File: src/acq_config.svh
`ifndef ACQ_CONFIG_SVH
`define ACQ_CONFIG_SVH

// Raw ADC word width in two's complement
`define ACQ_ADC_W 14

// Width of one stored sample after sign extension
`define ACQ_SAMPLE_W 16

// Sample memory geometry
`define ACQ_ADDR_W 8
`define ACQ_MEM_DEPTH 256

// One step of the size parameter selects this many samples
`define ACQ_SIZE_STEP 16
`define ACQ_DEF_SIZE_PARAM 3

// UART bit time in sys_clock cycles
`define ACQ_CLKS_PER_BIT 16

`endif

File: src/acq_ctrl_pkg.sv
package acq_ctrl_pkg;

    // Capture sequence state that is also brought out on o_status
    typedef enum logic [1:0] {
        ST_IDLE   = 2'd0,
        ST_CLEAN  = 2'd1,
        ST_SAMPLE = 2'd2,
        ST_DUMP   = 2'd3
    } acq_status_e;

    // Opcode in the upper nibble of a command byte while the lower nibble carries the parameter
    typedef enum logic [3:0] {
        OP_SET_SIZE  = 4'd1,
        OP_SET_DECIM = 4'd2,
        OP_START     = 4'd3
    } acq_op_e;

    // Bit positions inside a command byte
    localparam int CMD_OP_MSB    = 7;
    localparam int CMD_OP_LSB    = 4;
    localparam int CMD_PARAM_MSB = 3;
    localparam int CMD_PARAM_LSB = 0;

endpackage

File: src/acq_data_pkg.sv
`include "acq_config.svh"

package acq_data_pkg;

    typedef logic signed [`ACQ_ADC_W-1:0] adc_word_t;

    typedef struct packed {
        logic [7:0] hi;
        logic [7:0] lo;
    } byte_pair_t;

    // The sampler writes a signed value and the dump unit reads it back as two bytes
    typedef union packed {
        logic signed [`ACQ_SAMPLE_W-1:0] value;
        byte_pair_t                      bytes;
    } sample_word_u;

endpackage

File: src/uart_rx.sv
`timescale 1ns/1ps
`include "acq_config.svh"

module uart_rx (
    input  logic       sys_clock,
    input  logic       i_arst_n,
    input  logic       i_rx,
    output logic [7:0] o_data,
    output logic       o_valid
);

    localparam int CNT_W = $clog2(`ACQ_CLKS_PER_BIT);
    localparam logic [CNT_W-1:0] BIT_LAST = CNT_W'(`ACQ_CLKS_PER_BIT - 1);
    localparam logic [CNT_W-1:0] BIT_HALF = CNT_W'(`ACQ_CLKS_PER_BIT / 2 - 1);

    typedef enum logic [1:0] {RX_IDLE, RX_START, RX_DATA, RX_STOP} rx_state_e;

    rx_state_e        state;
    logic             rx_meta;
    logic             rx_sync;
    logic [CNT_W-1:0] cnt;
    logic [2:0]       bit_idx;
    logic [7:0]       shift;

    // Two flops bring the asynchronous line into the clock domain
    always_ff @(posedge sys_clock or negedge i_arst_n) begin
        if (!i_arst_n) begin
            rx_meta <= 1'b1;
            rx_sync <= 1'b1;
        end else begin
            rx_meta <= i_rx;
            rx_sync <= rx_meta;
        end
    end

    always_ff @(posedge sys_clock or negedge i_arst_n) begin
        if (!i_arst_n) begin
            state   <= RX_IDLE;
            cnt     <= '0;
            bit_idx <= '0;
            shift   <= '0;
            o_data  <= '0;
            o_valid <= 1'b0;
        end else begin
            o_valid <= 1'b0;
            case (state)
                RX_IDLE: begin
                    cnt <= '0;
                    if (!rx_sync) begin
                        state <= RX_START;
                    end
                end
                // Recheck the start bit at its middle so that a glitch is not taken as a frame
                RX_START: begin
                    if (cnt == BIT_HALF) begin
                        cnt     <= '0;
                        bit_idx <= '0;
                        state   <= rx_sync ? RX_IDLE : RX_DATA;
                    end else begin
                        cnt <= cnt + 1'b1;
                    end
                end
                RX_DATA: begin
                    if (cnt == BIT_LAST) begin
                        cnt   <= '0;
                        shift <= {rx_sync, shift[7:1]};
                        if (bit_idx == 3'd7) begin
                            state <= RX_STOP;
                        end
                        bit_idx <= bit_idx + 1'b1;
                    end else begin
                        cnt <= cnt + 1'b1;
                    end
                end
                RX_STOP: begin
                    if (cnt == BIT_LAST) begin
                        // A low stop bit marks a framing error and the byte is dropped
                        o_valid <= rx_sync;
                        o_data  <= shift;
                        state   <= RX_IDLE;
                    end
                    cnt <= cnt + 1'b1;
                end
                default: state <= RX_IDLE;
            endcase
        end
    end

endmodule

File: src/uart_tx.sv
`timescale 1ns/1ps
`include "acq_config.svh"

module uart_tx (
    input  logic       sys_clock,
    input  logic       i_arst_n,
    input  logic       i_start,
    input  logic [7:0] i_data,
    output logic       o_tx,
    output logic       o_ready
);

    localparam int CNT_W = $clog2(`ACQ_CLKS_PER_BIT);
    localparam logic [CNT_W-1:0] BIT_LAST = CNT_W'(`ACQ_CLKS_PER_BIT - 1);

    logic [CNT_W-1:0] cnt;
    logic [3:0]       bit_cnt;
    // Data bits followed by the stop bit since the start bit goes straight to the line
    logic [8:0]       frame;

    always_ff @(posedge sys_clock or negedge i_arst_n) begin
        if (!i_arst_n) begin
            o_tx    <= 1'b1;
            o_ready <= 1'b1;
            cnt     <= '0;
            bit_cnt <= '0;
            frame   <= '1;
        end else if (o_ready) begin
            if (i_start) begin
                frame   <= {1'b1, i_data};
                o_tx    <= 1'b0;
                o_ready <= 1'b0;
                cnt     <= '0;
                bit_cnt <= '0;
            end
        end else if (cnt == BIT_LAST) begin
            cnt <= '0;
            if (bit_cnt == 4'd9) begin
                // The line is already high at the end of the stop bit
                o_ready <= 1'b1;
            end else begin
                o_tx    <= frame[0];
                frame   <= {1'b1, frame[8:1]};
                bit_cnt <= bit_cnt + 1'b1;
            end
        end else begin
            cnt <= cnt + 1'b1;
        end
    end

endmodule

File: src/acq_fsm.sv
`timescale 1ns/1ps
`include "acq_config.svh"

module acq_fsm (
    input  logic                     sys_clock,
    input  logic                     i_arst_n,
    input  logic [7:0]               i_cmd,
    input  logic                     i_cmd_valid,
    input  logic                     i_clean_end,
    input  logic                     i_sample_end,
    input  logic                     i_dump_end,
    output acq_ctrl_pkg::acq_status_e o_status,
    output logic [`ACQ_ADDR_W:0]     o_memory_size,
    output logic [3:0]               o_decimator
);

    logic [3:0]              size_param;
    logic [3:0]              cmd_param;
    acq_ctrl_pkg::acq_op_e   cmd_op;
    logic [`ACQ_ADDR_W+4:0]  size_raw;

    assign cmd_op    = acq_ctrl_pkg::acq_op_e'(
        i_cmd[acq_ctrl_pkg::CMD_OP_MSB:acq_ctrl_pkg::CMD_OP_LSB]);
    assign cmd_param = i_cmd[acq_ctrl_pkg::CMD_PARAM_MSB:acq_ctrl_pkg::CMD_PARAM_LSB];

    // Samples per capture are limited to what the memory holds
    always_comb begin
        size_raw = ({{(`ACQ_ADDR_W+1){1'b0}}, size_param} + 1'b1) * `ACQ_SIZE_STEP;
        if (size_raw > `ACQ_MEM_DEPTH) begin
            o_memory_size = (`ACQ_ADDR_W+1)'(`ACQ_MEM_DEPTH);
        end else begin
            o_memory_size = size_raw[`ACQ_ADDR_W:0];
        end
    end

    always_ff @(posedge sys_clock or negedge i_arst_n) begin
        if (!i_arst_n) begin
            o_status    <= acq_ctrl_pkg::ST_IDLE;
            size_param  <= 4'(`ACQ_DEF_SIZE_PARAM);
            o_decimator <= 4'd0;
        end else begin
            case (o_status)
                // Commands are accepted only between captures
                acq_ctrl_pkg::ST_IDLE: begin
                    if (i_cmd_valid) begin
                        case (cmd_op)
                            acq_ctrl_pkg::OP_SET_SIZE:  size_param  <= cmd_param;
                            acq_ctrl_pkg::OP_SET_DECIM: o_decimator <= cmd_param;
                            acq_ctrl_pkg::OP_START:     o_status    <= acq_ctrl_pkg::ST_CLEAN;
                            default: ;
                        endcase
                    end
                end
                acq_ctrl_pkg::ST_CLEAN: begin
                    if (i_clean_end) begin
                        o_status <= acq_ctrl_pkg::ST_SAMPLE;
                    end
                end
                acq_ctrl_pkg::ST_SAMPLE: begin
                    if (i_sample_end) begin
                        o_status <= acq_ctrl_pkg::ST_DUMP;
                    end
                end
                acq_ctrl_pkg::ST_DUMP: begin
                    if (i_dump_end) begin
                        o_status <= acq_ctrl_pkg::ST_IDLE;
                    end
                end
                default: o_status <= acq_ctrl_pkg::ST_IDLE;
            endcase
        end
    end

endmodule

File: src/sampler.sv
`timescale 1ns/1ps
`include "acq_config.svh"

module sampler (
    input  logic                       sys_clock,
    input  logic                       i_arst_n,
    input  acq_ctrl_pkg::acq_status_e  i_status,
    input  logic                       i_gate,
    input  acq_data_pkg::adc_word_t    i_adc_data,
    input  logic [`ACQ_ADDR_W:0]       i_memory_size,
    input  logic [3:0]                 i_decimator,
    output logic                       o_wr_en,
    output logic [`ACQ_ADDR_W-1:0]     o_wr_addr,
    output acq_data_pkg::sample_word_u o_wr_data,
    output logic                       o_end
);

    logic       sampling;
    logic       last_addr;
    logic [3:0] decim_cnt;

    assign sampling  = (i_status == acq_ctrl_pkg::ST_SAMPLE);
    assign last_addr = ({1'b0, o_wr_addr} == i_memory_size - 1'b1);

    // A gated cycle is kept when the decimation counter is at zero
    // Nothing more is written once the end pulse is out
    assign o_wr_en = sampling && i_gate && (decim_cnt == 4'd0) && !o_end;

    always_comb begin
        o_wr_data.value = {{(`ACQ_SAMPLE_W-`ACQ_ADC_W){i_adc_data[`ACQ_ADC_W-1]}}, i_adc_data};
    end

    always_ff @(posedge sys_clock or negedge i_arst_n) begin
        if (!i_arst_n) begin
            decim_cnt <= 4'd0;
            o_wr_addr <= '0;
            o_end     <= 1'b0;
        end else if (!sampling) begin
            decim_cnt <= 4'd0;
            o_wr_addr <= '0;
            o_end     <= 1'b0;
        end else begin
            // Cycles with the gate low do not advance the decimation
            if (i_gate) begin
                if (decim_cnt == i_decimator) begin
                    decim_cnt <= 4'd0;
                end else begin
                    decim_cnt <= decim_cnt + 1'b1;
                end
            end
            if (o_wr_en) begin
                o_wr_addr <= o_wr_addr + 1'b1;
            end
            o_end <= o_wr_en && last_addr;
        end
    end

endmodule

File: src/sample_memory.sv
`timescale 1ns/1ps
`include "acq_config.svh"

module sample_memory (
    input  logic                       sys_clock,
    input  logic                       i_arst_n,
    input  acq_ctrl_pkg::acq_status_e  i_status,
    input  logic [`ACQ_ADDR_W:0]       i_memory_size,
    input  logic                       i_wr_en,
    input  logic [`ACQ_ADDR_W-1:0]     i_wr_addr,
    input  acq_data_pkg::sample_word_u i_wr_data,
    input  logic [`ACQ_ADDR_W-1:0]     i_rd_addr,
    output acq_data_pkg::sample_word_u o_rd_data,
    output logic                       o_clean_end
);

    acq_data_pkg::sample_word_u mem [`ACQ_MEM_DEPTH];

    logic                   cleaning;
    logic                   clean_we;
    logic [`ACQ_ADDR_W-1:0] clean_addr;

    assign cleaning = (i_status == acq_ctrl_pkg::ST_CLEAN);
    assign clean_we = cleaning && !o_clean_end;

    // The clear sweep owns the write port during ST_CLEAN
    always_ff @(posedge sys_clock or negedge i_arst_n) begin
        if (!i_arst_n) begin
            clean_addr  <= '0;
            o_clean_end <= 1'b0;
        end else if (!cleaning) begin
            clean_addr  <= '0;
            o_clean_end <= 1'b0;
        end else begin
            clean_addr  <= clean_addr + 1'b1;
            o_clean_end <= clean_we && ({1'b0, clean_addr} == i_memory_size - 1'b1);
        end
    end

    always_ff @(posedge sys_clock) begin
        if (clean_we) begin
            mem[clean_addr] <= '0;
        end else if (i_wr_en) begin
            mem[i_wr_addr] <= i_wr_data;
        end
        o_rd_data <= mem[i_rd_addr];
    end

endmodule

File: src/dump_unit.sv
`timescale 1ns/1ps
`include "acq_config.svh"

module dump_unit (
    input  logic                       sys_clock,
    input  logic                       i_arst_n,
    input  acq_ctrl_pkg::acq_status_e  i_status,
    input  logic [`ACQ_ADDR_W:0]       i_memory_size,
    input  acq_data_pkg::sample_word_u i_rd_data,
    input  logic                       i_tx_ready,
    output logic [`ACQ_ADDR_W-1:0]     o_rd_addr,
    output logic                       o_tx_start,
    output logic [7:0]                 o_tx_byte,
    output logic                       o_end
);

    typedef enum logic [2:0] {D_ADDR, D_WAIT, D_LO, D_HI, D_FLUSH} dump_state_e;

    dump_state_e                state;
    acq_data_pkg::sample_word_u word;
    logic                       dumping;
    logic                       last_word;

    assign dumping   = (i_status == acq_ctrl_pkg::ST_DUMP);
    assign last_word = ({1'b0, o_rd_addr} == i_memory_size - 1'b1);

    assign o_tx_start = dumping && i_tx_ready && (state == D_LO || state == D_HI);
    assign o_tx_byte  = (state == D_LO) ? word.bytes.lo : word.bytes.hi;

    // The capture ends only when the last stop bit has left the line
    assign o_end = dumping && (state == D_FLUSH) && i_tx_ready;

    always_ff @(posedge sys_clock or negedge i_arst_n) begin
        if (!i_arst_n) begin
            state     <= D_ADDR;
            o_rd_addr <= '0;
        end else if (!dumping) begin
            state     <= D_ADDR;
            o_rd_addr <= '0;
        end else begin
            case (state)
                // The address is stable for one cycle before the registered read returns
                D_ADDR: state <= D_WAIT;
                D_WAIT: state <= D_LO;
                D_LO: begin
                    if (o_tx_start) begin
                        state <= D_HI;
                    end
                end
                D_HI: begin
                    if (o_tx_start) begin
                        if (last_word) begin
                            state <= D_FLUSH;
                        end else begin
                            o_rd_addr <= o_rd_addr + 1'b1;
                            state     <= D_ADDR;
                        end
                    end
                end
                D_FLUSH: begin
                    if (i_tx_ready) begin
                        state     <= D_ADDR;
                        o_rd_addr <= '0;
                    end
                end
                default: state <= D_ADDR;
            endcase
        end
    end

    always_ff @(posedge sys_clock) begin
        if (state == D_WAIT) begin
            word <= i_rd_data;
        end
    end

endmodule

File: src/acq_top.sv
`timescale 1ns/1ps
`include "acq_config.svh"

module acq_top (
    input  logic                      sys_clock,
    input  logic                      i_arst_n,
    input  logic                      i_rx,
    input  logic                      i_gate,
    input  logic [`ACQ_ADC_W-1:0]     i_adc_data,
    output logic                      o_tx,
    output acq_ctrl_pkg::acq_status_e o_status
);

    logic [7:0]                 rx_data;
    logic                       rx_valid;
    logic                       tx_ready;
    logic                       tx_start;
    logic [7:0]                 tx_byte;
    logic [`ACQ_ADDR_W:0]       memory_size;
    logic [3:0]                 decimator;
    logic                       wr_en;
    logic [`ACQ_ADDR_W-1:0]     wr_addr;
    acq_data_pkg::sample_word_u wr_data;
    logic                       sample_end;
    logic [`ACQ_ADDR_W-1:0]     rd_addr;
    acq_data_pkg::sample_word_u rd_data;
    logic                       clean_end;
    logic                       dump_end;

    uart_rx u_uart_rx (
        .sys_clock (sys_clock),
        .i_arst_n  (i_arst_n),
        .i_rx      (i_rx),
        .o_data    (rx_data),
        .o_valid   (rx_valid)
    );

    uart_tx u_uart_tx (
        .sys_clock (sys_clock),
        .i_arst_n  (i_arst_n),
        .i_start   (tx_start),
        .i_data    (tx_byte),
        .o_tx      (o_tx),
        .o_ready   (tx_ready)
    );

    acq_fsm u_acq_fsm (
        .sys_clock     (sys_clock),
        .i_arst_n      (i_arst_n),
        .i_cmd         (rx_data),
        .i_cmd_valid   (rx_valid),
        .i_clean_end   (clean_end),
        .i_sample_end  (sample_end),
        .i_dump_end    (dump_end),
        .o_status      (o_status),
        .o_memory_size (memory_size),
        .o_decimator   (decimator)
    );

    sampler u_sampler (
        .sys_clock     (sys_clock),
        .i_arst_n      (i_arst_n),
        .i_status      (o_status),
        .i_gate        (i_gate),
        .i_adc_data    (i_adc_data),
        .i_memory_size (memory_size),
        .i_decimator   (decimator),
        .o_wr_en       (wr_en),
        .o_wr_addr     (wr_addr),
        .o_wr_data     (wr_data),
        .o_end         (sample_end)
    );

    sample_memory u_sample_memory (
        .sys_clock     (sys_clock),
        .i_arst_n      (i_arst_n),
        .i_status      (o_status),
        .i_memory_size (memory_size),
        .i_wr_en       (wr_en),
        .i_wr_addr     (wr_addr),
        .i_wr_data     (wr_data),
        .i_rd_addr     (rd_addr),
        .o_rd_data     (rd_data),
        .o_clean_end   (clean_end)
    );

    dump_unit u_dump_unit (
        .sys_clock     (sys_clock),
        .i_arst_n      (i_arst_n),
        .i_status      (o_status),
        .i_memory_size (memory_size),
        .i_rd_data     (rd_data),
        .i_tx_ready    (tx_ready),
        .o_rd_addr     (rd_addr),
        .o_tx_start    (tx_start),
        .o_tx_byte     (tx_byte),
        .o_end         (dump_end)
    );

endmodule

File: config.mk
export PLATFORM = sky130hd
export DESIGN_NAME = acq_top
export DESIGN_NICKNAME = d
export VERILOG_FILES = /design/src/acq_ctrl_pkg.sv /design/src/acq_data_pkg.sv /design/src/uart_rx.sv /design/src/uart_tx.sv /design/src/acq_fsm.sv /design/src/sampler.sv /design/src/sample_memory.sv /design/src/dump_unit.sv /design/src/acq_top.sv
export VERILOG_INCLUDE_DIRS = /design/src
export SDC_FILE = /design/constraint.sdc
export NUM_CORES = 2
export LEC_CHECK = 0
export ABC_AREA = 1
export BUFFER_PORTS_ARGS = -buffer_cell sky130_fd_sc_hd__buf_2
export CORE_ASPECT_RATIO = 1.1
export CORE_MARGIN = 5
export CORE_UTILIZATION = 41
export CTS_CLUSTER_DIAMETER = 80
export DETAILED_ROUTE_END_ITERATION = 8
export PLACE_DENSITY_LB_ADDON = 0.2
export SLEW_MARGIN = 20
export SYNTH_ARGS = -nofsm -noshare
export SYNTH_HDL_FRONTEND = slang
export SYNTH_SLANG_ARGS = --single-unit
File: constraint.sdc
create_clock -name sys_clock -period 10.3 [get_ports sys_clock]
set_input_delay 2.06 -clock sys_clock [delete_from_list [all_inputs] [get_ports sys_clock]]
set_output_delay 2.06 -clock sys_clock [all_outputs]
set_load 0.01 [all_outputs]
Word-level counts from Yosys, hierarchy flattened
Memory sizes are Yosys's and may differ from the RTL's. A register that Yosys moved wholly into a read port is not among the register bits.
Cells that the tools add are included.
- add/sub/neg operators: 10
- $lt $le $gt $ge: 1
- eq/ne operators: 41
- muxes and demuxes: 68
- reductions and logical operators: 30
- operator list (kind ; count):
    8-bit 2-to-1 mux ; 9
    9-bit 2-to-1 mux ; 5
    4-bit 2-to-1 mux ; 11
    8-bit by 9-bit == test with 1-bit output ; 3
    8-bit by 1-bit adder with 8-bit output, second input constant ; 3
    2-bit 2-to-1 mux ; 11
    3-bit 2-to-1 mux ; 7
    1-bit 2-to-1 mux ; 18
    4-bit by 1-bit adder with 4-bit output, second input constant ; 4
    16-bit 2-to-1 mux ; 1
    2-bit by 1-bit inequality test with 1-bit output, second input constant ; 8
    2-bit one-hot mux with 4 select lines ; 2
    4-bit one-hot mux with 4 select lines ; 1
    8-bit one-hot mux with 2 select lines ; 1
    16-bit OR reduction ; 1
    3-bit inequality test, second input constant ; 5
    3-bit one-hot mux with 5 select lines ; 1
    3-bit AND reduction ; 5
    13-bit by 9-bit greater-than comparator with 1-bit output, second input constant ; 1
    4-bit == test, second input constant ; 3
    2-bit inequality test, second input constant ; 6
    1-bit logical AND ; 10
    5-bit AND reduction ; 2
    9-bit by 1-bit subtractor with 9-bit output, second input constant ; 1
    20 further kinds ; 31
- bits in registers: 106
- RAM bits: 4096
- bits of input ports: 18
- output and inout bits: 3
- word-level logic and storage cells: 175
- memories: 1
- memories (memory ; words ; width ; rd ports ; clocked after memory_dff ; wr ports ; RTL line ; source):
    u_sample_memory.mem ; 256 ; 16 ; 1 ; 1 ; 1 ; sample_memory.sv:17 ; acq_data_pkg::sample_word_u mem [`ACQ_MEM_DEPTH];

Logic depth before layout (Yosys ltp)
- depth in word-level cells: 9
- gate-level depth with buffers: 17
- depth with buffers taken out: 13

Modules after synthesis
A second synthesis with hierarchy kept.
- cells, all modules: 14418
- area, all modules: 171555.8 sq um
- by module, submodules not included (module ; times used ; cells an instance ; area each (sq um) ; sequential area each (sq um)):
    sample_memory ; 1 ; 13713 ; 165807.8 ; 123543.5
    dump_unit ; 1 ; 221 ; 1626.6 ; 755.7
    uart_rx ; 1 ; 122 ; 1248.7 ; 703.2
    sampler ; 1 ; 184 ; 1232.4 ; 325.3
    uart_tx ; 1 ; 102 ; 984.7 ; 462.9
    acq_fsm ; 1 ; 76 ; 655.6 ; 252.7

Worst setup path after synthesis
No wires, ideal clock.
- kind: input port to flip-flop
- from: input port i_gate
- to: memory u_sample_memory.mem[0][10] (netlist bit), data pin
- library setup time: 1393 ps
- data arrival time: 8920 ps
- required time: 8907 ps
- slack: -13 ps
- stages on the path: 8
- buffers on the path: 2
- path through: nand2_1 nor3_4 nand2_2 nor2_8 buf_6 inv_1 clkbuf_1 nor2_1
- word-level cells in the longest chain between the ends: 8
- ends and longest elaborated chain (element ; RTL line ; source):
    from (decl) ; acq_top.sv:8 ; input logic i_gate,
    1-bit logical AND (3 in series) ; sampler.sv:27 ; assign o_wr_en = sampling && i_gate && (decim_cnt == 4'd0) && !o_end;
    1-bit 2-to-1 mux ; sample_memory.sv:43 ; end else if (i_wr_en) begin
    1-bit 2-to-1 mux ; sample_memory.sv:41 ; if (clean_we) begin
    1-bit 2-to-1 mux (not written as such) ; sample_memory.sv:44 ; mem[i_wr_addr] <= i_wr_data;
    16-bit OR reduction (no source line) ; - ;
    16-bit 2-to-1 mux (no source line) ; - ;
    to (decl) ; sample_memory.sv:17 ;
No other way between the ends.

Worst setup path in the final report
- from: input port i_gate
- to: memory u_sample_memory.mem[231][4] (netlist bit), enable pin
- word-level cells in the longest chain between the ends: 8
- elaborated cells on any way between the ends: 9
- classes of those cells: mux (5); reduce/logical (4)
- ends and longest elaborated chain (element ; RTL line):
    1-bit logical AND * (3 in series) ; sampler.sv:27
    1-bit 2-to-1 mux * ; sample_memory.sv:43
    1-bit 2-to-1 mux * ; sample_memory.sv:41
    1-bit 2-to-1 mux (not written as such) * ; sample_memory.sv:44
    16-bit OR reduction (no source line) ; -
    8-bit 2-to-1 mux (no source line) or 1-bit 2-to-1 mux (tied branches) ; -
Mark *: on every way between the ends. The rest lies on a longest branch, timed or not.

==> impl_results.md <==
* Fin crit period at 5180 ps
* Most frequent cells in the layout: nand2_1 (3954), edfxtp_1 (3598), nand3_1 (1635), nor2_1 (1567), inv_1 (916)
* Slew @ Worst Pin at 1190 ps
* Drt initial violations at 10700
* Critical Path AT at 5730 ps
* Clk buf depth at 4
* Cell area after layout at 172000 µm²
* Crit path largest cell delay at 1130 ps
* Status: complete, no violations
* Detailed Routing Iterations Pass 1 at 6
* Slowest-stage cell, CP: nor2_1
* Vias per cell at 5.24
* Hold WC Path Type: reg2reg
* Crit-path most repeated cell: nand2_1
* Clock transition at path regs at 60 ps
* Global Route Usage Sum at 22.6%
* DRT Wirelength at 452000 µm
* Layout cells sized above 1 at 7.77%
* Post-cts sizing count at 0
* Gr ovfl total at 0
* Pint at 24.3 mW
* FF+latch count, synth at 3701
* Final Setup Violations at 0
* Post-CTS Setup Inserts at 0
* P_sw at 5.86 mW
* Worst-path fanout max at 17
* Final ANT Viol Nets at 0
* Pwr/cell area at 176 nW/µm²
* Area grow syn2layout at 11.8%
* Non-filler cells, final at 19100
* Initial antenna violation count at 13
* Avg Cell Area, Syn at 11.0 µm²
* Fin crit share at 50.3%
* TNS Setup at 0 ps
* CTS tree: done
* Max Freq at 193 MHz
* Maximum VDD drop at 122 µV
* Synthesized cell area at 154000 µm²
* Residual DRC at 0
* Die area at 387000 µm²
* Crit path buf inv count at 2
* CTS Buf Count at 381
* Final nets at 13800
* Max-slew violation count at 0
* Largest net degree at the start of global routing at 196
* Flop pwr share at 54.0%
* Routability cong. at 0.875
* CP startpoint kind: input port
* Final setup margin at 5120 ps
* Ys flop type: edfxtp_1
* Clock sinks at 3701
* DR WL/cell at 23.7 µm
* Sequential area share after synthesis at 72.0%
* CTS HTree Levels at 5
* Synth cell types at 44
* IO buf count at 20
* Net Sw Frac at 19.4%
* Clock latency at the later pin of the worst-skew pair at 940 ps
* Logic pwr share at 0.2%
* DP HPWL at 252000 µm
* Via Count at 100000
* Mapped Nets at 14000
* Total of max-cap violations at 0
* CP required at 10850 ps
* DP Area at 159000 µm²
* Clk pwr share at 45.8%
* Synth warn at 0
* Post-Synthesis Cells at 14000
* Root buffer cell: clkbuf_16
* CP Capture Type: flop
* Initial Util at 41.2%
* Via count of the first global-routing pass at 96200
* Commonest non-fill, non-tap cell in the layout: nand2_1
* Ys async rst share at 2.40%
* Slew HR at 20.8%
* Critical-path cell list: buf_2 -> nand2_1 -> nor3_4 -> nand2_2 -> nor2_8 -> nand2_1 -> o21ai_0 -> inv_1 -> nor2_1 -> nand2_1 -> nor2_1
* Row Count at 235
* Die height at 652 µm
* Lkg Pwr at 60.9 nW
* Hold Fails Final Rpt at 0
* Unrepaired setup endpoints after global routing: false
* Die width at 594 µm
* Core footprint at 373000 µm²
* Top Family by Delay on Critical Path: simple AND/OR/NAND/NOR gates
* I/O pin total at 21
* Hold WS at 353 ps
* Critical path class: in2reg
* Worst slack, placed at 4090 ps
* CTS Hold Buffers Added at 0
* Clk_skew at 44.6 ps
* Number of synthesized flops with an enable pin at 3598
* Global-route wire length before repair at 653000 µm
* Dpl cells at 18400
-- worst reg2reg max path, stage by stage, from the launching register on --
cell     delay, ps
dfrtp_4        910
buf_4          680
buf_12         580
buf_4         1070
nand3_1        210
nand3_1        110
nand2_1         90
nor2_1         360
nand2_1        190
nand3_1        320
nand3_1        330
nand3_1        160
nand2_1         70
-- per-layer routing --
layer / wire length (µm) / vias to the layer above / track usage, %
met3: 32000 / 778 / 3.42
li1: - / 46900 / -
met4: 18700 / 6 / 8.50
met5: 33 / - / 0
met1: 186000 / 48700 / 30.5
met2: 215000 / 3632 / 37.2
-- cells in the mapped netlist (all sizes together) (2+ instances only) --
cell type  number  share of area, %
nand2        3982               9.7
dfxtp          14              0.18
nand3        1635               5.3
o21a            2            0.0098
o21ai         672               2.2
nor4            4             0.016
inv           927               2.3
xnor2           6             0.034
dfstp          14              0.24
dfrtp          75               1.2
o211ai         94              0.46
nor3           13             0.050
clkbuf        573               1.4
a41oi           2             0.011
nand4           7             0.029
o22ai           6             0.024
a31oi           4             0.016
nor2         1794               4.4
edfxtp       3598                70
clkinv          6             0.015
ha             21              0.17
a211oi          2            0.0098
buf           234              0.66
or2            56              0.23
and3            5             0.020
xor2           15             0.086
a21oi         243              0.79
-- power by group through the flow --
stage          Sequential, mW  Combinational, mW  Clock (mW)
2_1_floorplan            16.6             0.0478           0
3_3_place_gp             16.6             0.0731           0
3_5_place_dp             16.6             0.0740           0
4_1_cts                  16.3             0.0741        14.0
5_1_grt                  16.3             0.0876        14.6
6_report                 16.3             0.0730        13.8
-- state kept, by name (all words and copies together), names as in the netlist, 2 cells and up, named ones only --
signal                      count
u_acq_fsm.o_decimator           4
u_acq_fsm.o_status              2
u_acq_fsm.size_param            4
u_dump_unit.o_rd_addr           8
u_dump_unit.state               3
u_dump_unit.word               14
u_sample_memory.clean_addr      8
u_sample_memory.mem          3584
u_sample_memory.o_rd_data      14
u_sampler.decim_cnt             4
u_sampler.o_wr_addr             8
u_uart_rx.bit_idx               3
u_uart_rx.cnt                   4
u_uart_rx.o_data                8
u_uart_rx.shift                 8
u_uart_tx.bit_cnt               4
u_uart_tx.cnt                   4
u_uart_tx.frame                 8
-- final timing paths --
path | start | endpoint | slack (ps) | cells after the start
setup / recovery | i_gate | u_sample_memory.mem[231][4]$_DFFE_PP_ | 5120 | 11
min in group asynchronous | i_arst_n | u_uart_rx.bit_idx[1]$_DFFE_PN0P_ | 1130 | 1
max in group asynchronous | i_arst_n | u_dump_unit.o_rd_addr[2]$_DFFE_PN0P_ | 8000 | 2
setup reg to reg | u_dump_unit.o_rd_addr[1]$_DFFE_PN0P_ | u_sample_memory.o_rd_data[11]$_DFF_P_ | 5150 | 12
hold / removal | u_uart_rx.rx_meta$_DFF_PN1_ | u_uart_rx.rx_sync$_DFF_PN1_ | 350 | 0
hold reg to reg | u_uart_rx.rx_meta$_DFF_PN1_ | u_uart_rx.rx_sync$_DFF_PN1_ | 350 | 0
-- logic make-up after synthesis --
| group | Yosys count | share of synthesized area [%] |
|---|---|---|
| simple gates | 7497 | 19.8 |
| compound gates | 1030 | 3.55 |
| xor+xnor | 21 | 0.120 |
| fa+ha+maj | 21 | 0.171 |
| buf+inv | 1740 | 4.34 |
| flops | 3701 | 72.0 |
-- final cells by class --
class / count / area, µm²
fill: 34300 / 201000
sequential: 3701 / 111000
multi-input combinational: 8569 / 37100
clock buffer: 477 / 10200
tap: 4977 / 6230
inverter: 933 / 3540
clock inverter: 219 / 2180
timing repair buffer: 199 / 1900
antenna: 5 / 12.5
-- through the flow --
step	power (mW)	utilization [%]
final	30.1	46.0
after global routing	31.0	46.0
after detailed placement	16.7	42.6
after floorplan	16.6	-
after CTS	30.3	45.9
after global placement	16.7	42.6
No activity file was read; power rests on OpenSTA's default activity.
